`src/hw/pcu_cfg_pkg.sv`:
```
`default_nettype none

package pcu_cfg_pkg;

  localparam int FILTER_LEN  = 8;   // Equal samples before a filter output moves
  localparam int WAIT_STATES = 4;   // Dead time ahead of a new bridge pattern
  localparam int PWM_WIDTH   = 16;  // PWM counter and duty width
  localparam int RAMP_STEPS  = 15;  // Duty steps in the charge ramp

  // One second at a 50 MHz clock
  localparam int STEP_CYCLES_DEFAULT = 50_000_000;

  // Charge duty per ramp step, roughly doubling from step to step.
  // Highest index comes first in the literal below.
  localparam logic [RAMP_STEPS:1][PWM_WIDTH-1:0] PWM_LEVELS = {
    16'd65535,  // Step 15, always on
    16'd33943,
    16'd17580,
    16'd9105,
    16'd4715,
    16'd2441,
    16'd1264,
    16'd654,
    16'd338,
    16'd174,
    16'd90,
    16'd46,
    16'd23,
    16'd11,
    16'd5       // Step 1
  };

endpackage

`default_nettype wire

```
`src/hw/pcu_types_pkg.sv`:
```
`default_nettype none

package pcu_types_pkg;

  // Codes on the 3-bit command bus
  typedef enum logic [2:0] {
    CMD_PAUSE     = 3'd0,
    CMD_PLUS      = 3'd1,
    CMD_MINUS     = 3'd2,
    CMD_BALLAST_P = 3'd3,
    CMD_BALLAST_N = 3'd4,
    CMD_START     = 3'd5,
    CMD_SHUTDOWN  = 3'd6,
    CMD_DISCHARGE = 3'd7
  } cmd_code_t;

  // H-bridge switch pattern with its direction indicators
  typedef struct packed {
    logic [4:1] top;      // High-side switches
    logic [4:1] bot;      // Low-side switches
    logic       plus;
    logic       minus;
    logic       pause_p;  // Ballast, positive
    logic       pause_n;  // Ballast, negative
  } bridge_out_t;

  // Filtered fault sources, active high
  typedef struct packed {
    logic [4:1] err_dr;   // Gate driver errors
    logic       err_u;    // Overvoltage
    logic       err_i;    // Overcurrent
    logic       bt;       // Overtemperature
    logic       stop_k;   // Emergency stop
  } fault_t;

  // Sticky indicator outputs
  typedef struct packed {
    logic       stop;
    logic       avv;
    logic       avi;
    logic       td;
    logic [4:1] erbd;
  } fault_flags_t;

endpackage

`default_nettype wire

```
`src/hw/bridge_driver.sv`:
```
`default_nettype none

module bridge_driver (
  input  wire                             clk,
  input  wire                             rstn,
  input  wire                             i_load,
  input  wire pcu_types_pkg::bridge_out_t i_pattern,
  input  wire                             i_kill,
  output logic                            o_pending,
  output pcu_types_pkg::bridge_out_t      o_bridge
);

  localparam int WW = $clog2(pcu_cfg_pkg::WAIT_STATES + 1);

  logic [WW-1:0]              r_wait;  // Dead-time cycles left
  pcu_types_pkg::bridge_out_t r_next;  // Pattern waiting for the dead time

  always_ff @(posedge clk) begin
    if (i_load) begin
      r_next <= i_pattern;
    end
  end

  always_ff @(posedge clk or negedge rstn) begin
    if (!rstn) begin
      r_wait    <= '0;
      o_pending <= 1'b0;
      o_bridge  <= '0;
    end else if (i_kill) begin
      r_wait    <= '0;  // Drops a pattern still waiting
      o_pending <= 1'b0;
      o_bridge  <= '0;
    end else if (i_load) begin
      r_wait    <= WW'(pcu_cfg_pkg::WAIT_STATES);
      o_pending <= 1'b1;
      o_bridge  <= '0;  // All switches open during dead time
    end else if (r_wait != '0) begin
      r_wait <= r_wait - 1'b1;
    end else if (o_pending) begin
      o_bridge  <= r_next;
      o_pending <= 1'b0;
    end
  end

endmodule

`default_nettype wire

```
`src/hw/cmd_decoder.sv`:
```
`default_nettype none

module cmd_decoder (
  input  wire                             clk,
  input  wire                             rstn,
  input  wire                             i_strobe,
  input  wire pcu_types_pkg::cmd_code_t   i_code,
  input  wire                             i_fault,
  input  wire                             i_ramp_busy,
  input  wire                             i_ramp_done,
  input  wire                             i_bridge_pending,
  output logic                            o_ramp_begin,
  output logic                            o_ramp_abort,
  output logic                            o_bridge_load,
  output pcu_types_pkg::bridge_out_t      o_bridge_pattern,
  output logic                            o_bridge_kill,
  output logic                            o_fan
);

  typedef enum logic [2:0] {
    ST_IDLE,
    ST_ARMED,   // START seen, waiting for PAUSE
    ST_DIS0,
    ST_DIS1,
    ST_DIS2,
    ST_FAULT    // Left only by reset
  } dec_state_t;

  dec_state_t r_state;
  logic       r_strobe;
  logic       r_ready;      // Device charged or discharged, bridge may switch
  logic       strobe_fall;
  logic       cmd_ok;

  assign strobe_fall = r_strobe & ~i_strobe;
  assign cmd_ok      = strobe_fall & ~i_bridge_pending;  // Dropped while dead time runs

  function automatic pcu_types_pkg::bridge_out_t pattern_of(
    input pcu_types_pkg::cmd_code_t code
  );
    pcu_types_pkg::bridge_out_t p;
    p = '0;
    case (code)
      pcu_types_pkg::CMD_PLUS: begin
        p.top  = 4'b0001;
        p.bot  = 4'b0010;
        p.plus = 1'b1;
      end
      pcu_types_pkg::CMD_MINUS: begin
        p.top   = 4'b0010;
        p.bot   = 4'b0001;
        p.minus = 1'b1;
      end
      pcu_types_pkg::CMD_BALLAST_P: begin
        p.top     = 4'b0100;
        p.bot     = 4'b1000;
        p.pause_p = 1'b1;
      end
      pcu_types_pkg::CMD_BALLAST_N: begin
        p.top     = 4'b1000;
        p.bot     = 4'b0100;
        p.pause_n = 1'b1;
      end
      default: ;
    endcase
    return p;
  endfunction

  always_ff @(posedge clk) begin
    if (strobe_fall) begin
      o_bridge_pattern <= pattern_of(i_code);
    end
  end

  always_ff @(posedge clk or negedge rstn) begin
    if (!rstn) begin
      r_state       <= ST_IDLE;
      r_strobe      <= 1'b0;
      r_ready       <= 1'b0;
      o_fan         <= 1'b0;
      o_ramp_begin  <= 1'b0;
      o_ramp_abort  <= 1'b0;
      o_bridge_load <= 1'b0;
      o_bridge_kill <= 1'b0;
    end else begin
      r_strobe      <= i_strobe;
      o_ramp_begin  <= 1'b0;
      o_ramp_abort  <= 1'b0;
      o_bridge_load <= 1'b0;
      o_bridge_kill <= 1'b0;
      if (i_ramp_done) begin
        r_ready <= 1'b1;
      end
      if (r_state == ST_FAULT) begin
        r_ready <= 1'b0;
      end else if (i_fault) begin
        r_state       <= ST_FAULT;  // First fault cycle stops everything
        o_ramp_abort  <= 1'b1;
        o_bridge_kill <= 1'b1;
        o_fan         <= 1'b1;
        r_ready       <= 1'b0;
      end else if (cmd_ok) begin
        if (i_code == pcu_types_pkg::CMD_SHUTDOWN) begin
          o_ramp_abort  <= 1'b1;
          o_bridge_kill <= 1'b1;
          o_fan         <= 1'b0;
          r_ready       <= 1'b0;
          r_state       <= ST_IDLE;
        end else begin
          r_state <= ST_IDLE;
          case (r_state)
            ST_IDLE: begin
              case (i_code)
                pcu_types_pkg::CMD_PAUSE: o_bridge_kill <= ~i_ramp_busy;
                pcu_types_pkg::CMD_PLUS, pcu_types_pkg::CMD_MINUS,
                pcu_types_pkg::CMD_BALLAST_P, pcu_types_pkg::CMD_BALLAST_N:
                  o_bridge_load <= ~i_ramp_busy & r_ready;
                pcu_types_pkg::CMD_START:
                  if (!i_ramp_busy) r_state <= ST_ARMED;
                pcu_types_pkg::CMD_DISCHARGE:
                  if (!i_ramp_busy) r_state <= ST_DIS0;
                default: ;
              endcase
            end
            ST_ARMED: begin
              if (i_code == pcu_types_pkg::CMD_PAUSE) begin
                o_ramp_begin  <= 1'b1;  // Bridge off while charging
                o_bridge_kill <= 1'b1;
                o_fan         <= 1'b1;
              end
            end
            ST_DIS0: if (i_code == pcu_types_pkg::CMD_PAUSE) r_state <= ST_DIS1;
            ST_DIS1: if (i_code == pcu_types_pkg::CMD_DISCHARGE) r_state <= ST_DIS2;
            ST_DIS2: if (i_code == pcu_types_pkg::CMD_PAUSE) r_ready <= 1'b1;
            default: ;
          endcase
        end
      end
    end
  end

endmodule

`default_nettype wire

```
`src/hw/fault_monitor.sv`:
```
`default_nettype none

module fault_monitor #(
  parameter int STEP_CYCLES = pcu_cfg_pkg::STEP_CYCLES_DEFAULT
) (
  input  wire                         clk,
  input  wire                         rstn,
  input  wire pcu_types_pkg::fault_t  i_faults,
  output logic                        o_fault,
  output pcu_types_pkg::fault_flags_t o_flags,
  output logic                        o_led
);

  localparam int TW = $clog2(STEP_CYCLES);

  logic [TW-1:0] r_led_timer;

  always_ff @(posedge clk or negedge rstn) begin
    if (!rstn) begin
      o_fault     <= 1'b0;
      o_flags     <= '0;
      o_led       <= 1'b0;
      r_led_timer <= TW'(STEP_CYCLES - 1);
    end else begin
      o_fault      <= o_fault | (|i_faults);  // Cleared only by reset
      o_flags.stop <= o_flags.stop | i_faults.stop_k;
      o_flags.avv  <= o_flags.avv | i_faults.err_u;
      o_flags.avi  <= o_flags.avi | i_faults.err_i;
      o_flags.td   <= o_flags.td | i_faults.bt;
      o_flags.erbd <= o_flags.erbd | i_faults.err_dr;
      if (r_led_timer != '0) begin
        r_led_timer <= r_led_timer - 1'b1;
      end else begin
        o_led       <= ~o_led;
        // Eight times faster blink once a fault is latched
        r_led_timer <= o_fault ? TW'(STEP_CYCLES / 8 - 1) : TW'(STEP_CYCLES - 1);
      end
    end
  end

endmodule

`default_nettype wire

```
`src/hw/input_filter.sv`:
```
`default_nettype none

module input_filter #(
  parameter int LEN = 8
) (
  input  wire  clk,
  input  wire  rstn,
  input  wire  i_line,
  output logic o_line
);

  localparam int CW = $clog2(LEN);

  logic          r_sample;  // Input register, also the synchronizer stage
  logic [CW-1:0] r_count;   // Differing samples seen so far

  always_ff @(posedge clk or negedge rstn) begin
    if (!rstn) begin
      r_sample <= 1'b0;
      r_count  <= '0;
      o_line   <= 1'b0;
    end else begin
      r_sample <= i_line;
      if (r_sample == o_line) begin
        r_count <= '0;  // Glitch ended, start over
      end else if (r_count == CW'(LEN - 1)) begin
        o_line  <= r_sample;
        r_count <= '0;
      end else begin
        r_count <= r_count + 1'b1;
      end
    end
  end

endmodule

`default_nettype wire

```
`src/hw/pcu_top.sv`:
```
`default_nettype none

module pcu_top #(
  parameter int STEP_CYCLES = pcu_cfg_pkg::STEP_CYCLES_DEFAULT
) (
  input  wire                         clk,
  input  wire                         rstn,
  input  wire                         i_strobe,
  input  wire [2:0]                   i_cmd_bus,
  input  wire [4:1]                   i_err_dr_n,
  input  wire                         i_err_u_n,
  input  wire                         i_err_i_n,
  input  wire                         i_bt,
  input  wire                         i_stop_k_n,
  output pcu_types_pkg::bridge_out_t  o_bridge,
  output pcu_types_pkg::fault_flags_t o_flags,
  output logic                        o_break,
  output logic                        o_fan,
  output logic                        o_st,
  output logic                        o_charge,
  output logic                        o_ch_pwm,
  output logic                        o_led
);

  logic [11:0]                raw_lines;   // Strobe, bus, then faults as in fault_t
  logic [11:0]                filt_lines;
  pcu_types_pkg::fault_t      w_faults;
  pcu_types_pkg::bridge_out_t w_pattern;
  logic w_fault;
  logic w_ramp_busy, w_ramp_done, w_ramp_begin, w_ramp_abort;
  logic w_load, w_kill, w_pending;

  assign raw_lines = {i_strobe, i_cmd_bus, ~i_err_dr_n, ~i_err_u_n, ~i_err_i_n,
                      i_bt, ~i_stop_k_n};
  assign w_faults  = filt_lines[7:0];
  assign o_break   = w_fault;

  for (genvar gi = 0; gi < 12; gi++) begin : g_filter
    input_filter #(.LEN(pcu_cfg_pkg::FILTER_LEN)) u_filter (
      .clk(clk), .rstn(rstn), .i_line(raw_lines[gi]), .o_line(filt_lines[gi])
    );
  end

  cmd_decoder u_decoder (
    .clk(clk), .rstn(rstn),
    .i_strobe(filt_lines[11]), .i_code(pcu_types_pkg::cmd_code_t'(filt_lines[10:8])),
    .i_fault(w_fault), .i_ramp_busy(w_ramp_busy), .i_ramp_done(w_ramp_done),
    .i_bridge_pending(w_pending), .o_ramp_begin(w_ramp_begin), .o_ramp_abort(w_ramp_abort),
    .o_bridge_load(w_load), .o_bridge_pattern(w_pattern), .o_bridge_kill(w_kill),
    .o_fan(o_fan)
  );

  soft_start #(.STEP_CYCLES(STEP_CYCLES)) u_soft_start (
    .clk(clk), .rstn(rstn), .i_begin(w_ramp_begin), .i_abort(w_ramp_abort),
    .o_busy(w_ramp_busy), .o_done(w_ramp_done), .o_st(o_st), .o_charge(o_charge),
    .o_ch_pwm(o_ch_pwm)
  );

  bridge_driver u_bridge (
    .clk(clk), .rstn(rstn), .i_load(w_load), .i_pattern(w_pattern), .i_kill(w_kill),
    .o_pending(w_pending), .o_bridge(o_bridge)
  );

  fault_monitor #(.STEP_CYCLES(STEP_CYCLES)) u_faults (
    .clk(clk), .rstn(rstn), .i_faults(w_faults), .o_fault(w_fault), .o_flags(o_flags),
    .o_led(o_led)
  );

endmodule

`default_nettype wire

```
`src/hw/soft_start.sv`:
```
`default_nettype none

module soft_start #(
  parameter int STEP_CYCLES = pcu_cfg_pkg::STEP_CYCLES_DEFAULT
) (
  input  wire  clk,
  input  wire  rstn,
  input  wire  i_begin,
  input  wire  i_abort,
  output logic o_busy,
  output logic o_done,
  output logic o_st,
  output logic o_charge,
  output logic o_ch_pwm
);

  localparam int TW = $clog2(STEP_CYCLES);
  localparam int SW = $clog2(pcu_cfg_pkg::RAMP_STEPS + 1);
  localparam int PW = pcu_cfg_pkg::PWM_WIDTH;

  logic [TW-1:0] r_timer;    // Cycles left in the current step
  logic [SW-1:0] r_step;     // Current ramp step, 1 based
  logic [PW-1:0] r_duty;
  logic [PW-1:0] r_pwm_cnt;

  // Full duty keeps the output high through the counter wrap
  assign o_ch_pwm = o_charge & ((r_pwm_cnt < r_duty) | (&r_duty));

  always_ff @(posedge clk or negedge rstn) begin
    if (!rstn) begin
      r_timer   <= '0;
      r_step    <= '0;
      r_duty    <= '0;
      r_pwm_cnt <= '0;
      o_busy    <= 1'b0;
      o_done    <= 1'b0;
      o_st      <= 1'b0;
      o_charge  <= 1'b0;
    end else begin
      r_pwm_cnt <= r_pwm_cnt + 1'b1;
      o_done    <= 1'b0;
      if (i_abort) begin
        r_timer  <= '0;
        r_step   <= '0;
        r_duty   <= '0;
        o_busy   <= 1'b0;
        o_st     <= 1'b0;
        o_charge <= 1'b0;
      end else if (i_begin) begin
        r_timer  <= TW'(STEP_CYCLES - 1);
        r_step   <= SW'(1);
        r_duty   <= pcu_cfg_pkg::PWM_LEVELS[1];
        o_busy   <= 1'b1;
        o_st     <= 1'b0;
        o_charge <= 1'b1;
      end else if (o_busy) begin
        if (r_timer != '0) begin
          r_timer <= r_timer - 1'b1;
        end else begin
          r_timer <= TW'(STEP_CYCLES - 1);
          if (o_st) begin
            r_step   <= '0;  // Hold step after st is over
            r_duty   <= '0;
            o_charge <= 1'b0;
            o_busy   <= 1'b0;
            o_done   <= 1'b1;
          end else if (r_step == SW'(pcu_cfg_pkg::RAMP_STEPS)) begin
            o_st <= 1'b1;
          end else begin
            r_step <= r_step + 1'b1;
            r_duty <= pcu_cfg_pkg::PWM_LEVELS[r_step + 1'b1];
          end
        end
      end
    end
  end

endmodule

`default_nettype wire

```
`config.mk`:
```
export PLATFORM = sky130hd
export DESIGN_NAME = pcu_top
export DESIGN_NICKNAME = d
export VERILOG_FILES = /design/src/hw/pcu_cfg_pkg.sv /design/src/hw/pcu_types_pkg.sv /design/src/hw/bridge_driver.sv /design/src/hw/cmd_decoder.sv /design/src/hw/fault_monitor.sv /design/src/hw/input_filter.sv /design/src/hw/pcu_top.sv /design/src/hw/soft_start.sv
export SDC_FILE = /design/constraint.sdc
export NUM_CORES = 1
export LEC_CHECK = 0
export BUFFER_PORTS_ARGS = -buffer_cell sky130_fd_sc_hd__clkbuf_2
export CAP_MARGIN = 10
export CORE_ASPECT_RATIO = 1.25
export CORE_MARGIN = 5
export CORE_UTILIZATION = 49
export DETAILED_ROUTE_END_ITERATION = 10
export PLACE_DENSITY = 0.78
export SETUP_SLACK_MARGIN = 0.1
export SLEW_MARGIN = 20
export SYNTH_ARGS = -nofsm -noshare
export SYNTH_HDL_FRONTEND = slang
export SYNTH_SLANG_ARGS = --single-unit
export TNS_END_PERCENT = 50
```
`constraint.sdc`:
```
create_clock -name clk -period 6.55 [get_ports clk]
set_clock_uncertainty 0.1 [all_clocks]
set_input_delay 1.31 -clock clk [delete_from_list [all_inputs] [get_ports clk]]
set_output_delay 1.31 -clock clk [all_outputs]
set_load 0.02 [all_outputs]
```
==> summary.txt <==
Power
  – Worst VDD drop: roughly 0.22 mV
  – Total power: about 3.6 mW
  – Leakage power: 4.71 nW
  – Pwr Density: around 350 nW/um^2

Synth
  – Mapped Area: 9550 sq um
  – Sequential share of the synthesized area: 52.6%
  – Area leader, netlist: dfrtp_1
  – Async S/R FF share, synth: 92.9%
  – Synthesized instance count: roughly 870
  – Distinct cell type count of the synthesized netlist: 73
  – Synthesized Nets: ~930
  – Share of the synthesized area in the top cell type: roughly 43%
  – Number of synthesized flops with an enable pin: 14
  – Dominant synthesized flop cell: dfrtp_1
  – Ranking of synthesized cells by area: dfrtp_1 (43%), ha_1 (6.7%), dfstp_2 (5.0%)
  – Avg Cell Area, Syn: ~11 sq um
  – Seq cells post-synth: 197
  – Yosys warnings: 0

Finish
  – Diode count: 0
  – Area Growth Syn to Fin: 10.4%
  – Layout net count: between 900 and 1000
  – Number of fill cells: 1619
  – Commonest non-fill, non-tap cell in the layout: dfrtp_1
  – Layout Cells excl Fill: between 1000 and 1500
  – Share of layout cells above drive strength 1: between 10% and 20%
  – Most frequent cells in the layout: dfrtp_1 (165), nor2_1 (68), ha_1 (51)

Global routing
  – Tot GR Track Use: between 15 and 20%
  – Number of global-route vias before repair: ~6700
  – Antenna violations before repair: 0
  – Pin count of the biggest net entering global routing: between 90 and 100
  – First-pass GRT wire length: about 31000 microns
  – Remaining global-route overflow: 0

Routing
  – WL/cell: approximately 15 microns
  – Post-route ant nets: 0
  – DRC: 0
  – Iter 0 DRT Violations: around 480
  – Final wirelength: roughly 18000 microns
  – Via/cell ratio: roughly 5.6
  – Vias after detailed routing: 6552
  – First-pass iteration count of the detailed router: 6

Clock tree
  – CTS buffer count: 17
  – Clock Pin Slew Worst Setup and Hold Paths: about 0.08 ns
  – Clk_lat worst skew: approximately 0.44 ns
  – Post-CTS setup buffer count: 0
  – Max clock buf depth: 2
  – CTS tree: yes
  – Hold-fix buffers, CTS: 0
  – Clock root buffer: clkbuf_16
  – Clock sinks: a little under 200
  – CTS resizes: 0
  – H-tree levels: 4

Floorplan
  – Die Y: between 150 and 200 microns
  – Core Area: around 19000 sq um
  – Die area: 22400 sq um
  – Initial Util: around half
  – Ports: 40
  – Row Count: 57
  – Die Wd: about 130 microns

STA
  – Setup violations, final: 0
  – Final Hold Vio Count: 0
  – Final period util: between 50% and 60%
  – Minimum clock period: 3.74 ns
  – Final Max Tran Viols: 0
  – Crit path setup slack, layout: 2.81 ns
  – Max Freq: 267 MHz
  – Max-slew headroom: 36.3%
  – Worst-Margin Slew: between 0.9 and 1 ns
  – Setup TNS: 0 ns
  – Unrepaired setup endpoints after global routing: no

Worst setup path
  – Slowest stage delay, CP: between 0.4 and 0.5 ns
  – CP max FO: 5
  – Flop-to-flop setup slack: 3.12 ns
  – CP Class: reg -> out
  – Crit. End Element: primary output
  – Cells along the critical path: ha_1 > o21ai_0 > a221oi_1 > a2111oi_0 > o221a_2 > clkbuf_2
  – Worst endpoint required time: around 5 ns
  – Crit path max-delay cell type: a2111oi_0
  – Startpoint types: flop
  – CP arrival: around 2.3 ns

Run status
  – Status: complete, no violations

Placement
  – Buffers on Ports: 39
  – Cells after DPL: between 1000 and 1500
  – Final GP Congestion: between 0.8 and 0.9
  – Dpl hpwl: around 12000 microns
  – Placement Setup Slack: around 3.2 ns

Hold path
  – Worst hold path class: reg -> reg

Run
  – MaxCap Viol Count: 0
Yosys cell counts, types with 4 or more instances:
| library cell | number |
|---|---|
| dfstp_2 | 18 |
| and2_1 | 25 |
| xnor2_1 | 32 |
| a211oi_1 | 4 |
| edfxtp_1 | 14 |
| or3_1 | 18 |
| inv_1 | 43 |
| clkbuf_1 | 28 |
| a21oi_1 | 41 |
| o21ai_0 | 23 |
| nand2_1 | 35 |
| a22o_1 | 10 |
| nor2_1 | 68 |
| or2_2 | 11 |
| nor4_1 | 16 |
| nor3b_1 | 18 |
| nand3_1 | 25 |
| nor3_1 | 28 |
| buf_4 | 5 |
| ha_1 | 51 |
| mux2i_1 | 5 |
| o31ai_1 | 14 |
| o22ai_1 | 7 |
| nor2b_1 | 9 |
| xor2_1 | 30 |
| mux2_2 | 22 |
| nand4_1 | 18 |
| dfrtp_1 | 165 |
| a31oi_1 | 7 |
report_power, final:
part / switching, mW / total, mW / internal, mW
clock: 0.539 / 1.06 / 0.526
sequential: 0.199 / 1.66 / 1.46
combinational: 0.521 / 0.912 / 0.391
per-stage QoR:
stage	hold WS [ns]	util [%]	instance area (sq um)
final	0.315	54.6	10500
after global placement	0.302	51.4	9930
after floorplan	0.300	-	9550
after global routing	0.319	54.6	10500
after detailed placement	0.305	51.4	9930
after CTS	0.317	54.5	10500
worst max-delay path: cells and delay by family (launching register included):
family	cells	cell delay, ns
flip-flops	1	0.43
AO/OA/AOI/OAI	4	1.01
buffers and inverters	1	0.16
adder cells (fa/ha/maj)	1	0.30
worst paths after layout:
check / startpoint / end / cells after the start
worst max-delay path: u_soft_start.r_pwm_cnt[2]$_DFF_PN0_ / o_ch_pwm / 6
worst min-delay path: u_decoder.o_bridge_pattern[3]$_DFFE_PP_ / u_bridge.r_next[3]$_DFFE_PP_ / 0
worst max register to register: u_soft_start.r_step[0]$_DFFE_PN0P_ / u_soft_start.r_duty[6]$_DFFE_PN0P_ / 6
worst min register to register: u_decoder.o_bridge_pattern[3]$_DFFE_PP_ / u_bridge.r_next[3]$_DFFE_PP_ / 0
max in group asynchronous: rstn / g_filter[6].u_filter.r_count[0]$_DFF_PN0_ / 2
min in group asynchronous: rstn / u_bridge.o_bridge[0]$_DFFE_PN0P_ / 1
layer usage:
layer | part of all wire, % | GRT usage (%) | routed length (microns) | vias up
li1 | - | - | - | 3140
met2 | 52 | 28.8 | 9390 | 150
met4 | 2.1 | 6.07 | 381 | 0
met1 | 42 | 20.9 | 7630 | 3225
met5 | 0 | 0 | 0 | -
met3 | 3.3 | 3.45 | 585 | 37
final cells by class:
class                   instances  area [sq um]  share of cell area (%)
repair buffers                 41           216                    2.05
clock inverters                15           185                    1.76
inverters                      43           161                    1.53
multi-input cells             591          4200                    39.9
well taps                     265           332                    3.14
clock buffers                  17           425                    4.03
flip-flops and latches        197          5020                    47.6
cells by family (layout without fill, tap and decap cells):
| group | after synthesis | in the layout | synth area share (%) |
|---|---|---|---|
| buffers and inverters | 80 | 116 | 3.45 |
| AND/OR/NAND/NOR | 306 | 306 | 18.3 |
| multiplexers | 28 | 28 | 3.35 |
| adder cells (fa/ha/maj) | 51 | 51 | 6.68 |
| XOR/XNOR | 62 | 62 | 5.69 |
| AO/OA/AOI/OAI | 144 | 144 | 9.97 |
| flip-flops | 197 | 197 | 52.6 |
flip-flops by register name, summed over array words and instances (netlist names), 8 cells and up:
register	flops
g_filter.u_filter.o_line	12
g_filter.u_filter.r_count	36
g_filter.u_filter.r_sample	12
u_faults.o_flags	8
u_faults.r_led_timer	26
u_soft_start.r_duty	16
u_soft_start.r_pwm_cnt	16
u_soft_start.r_timer	26
No activity file was read; power rests on OpenSTA's default activity.
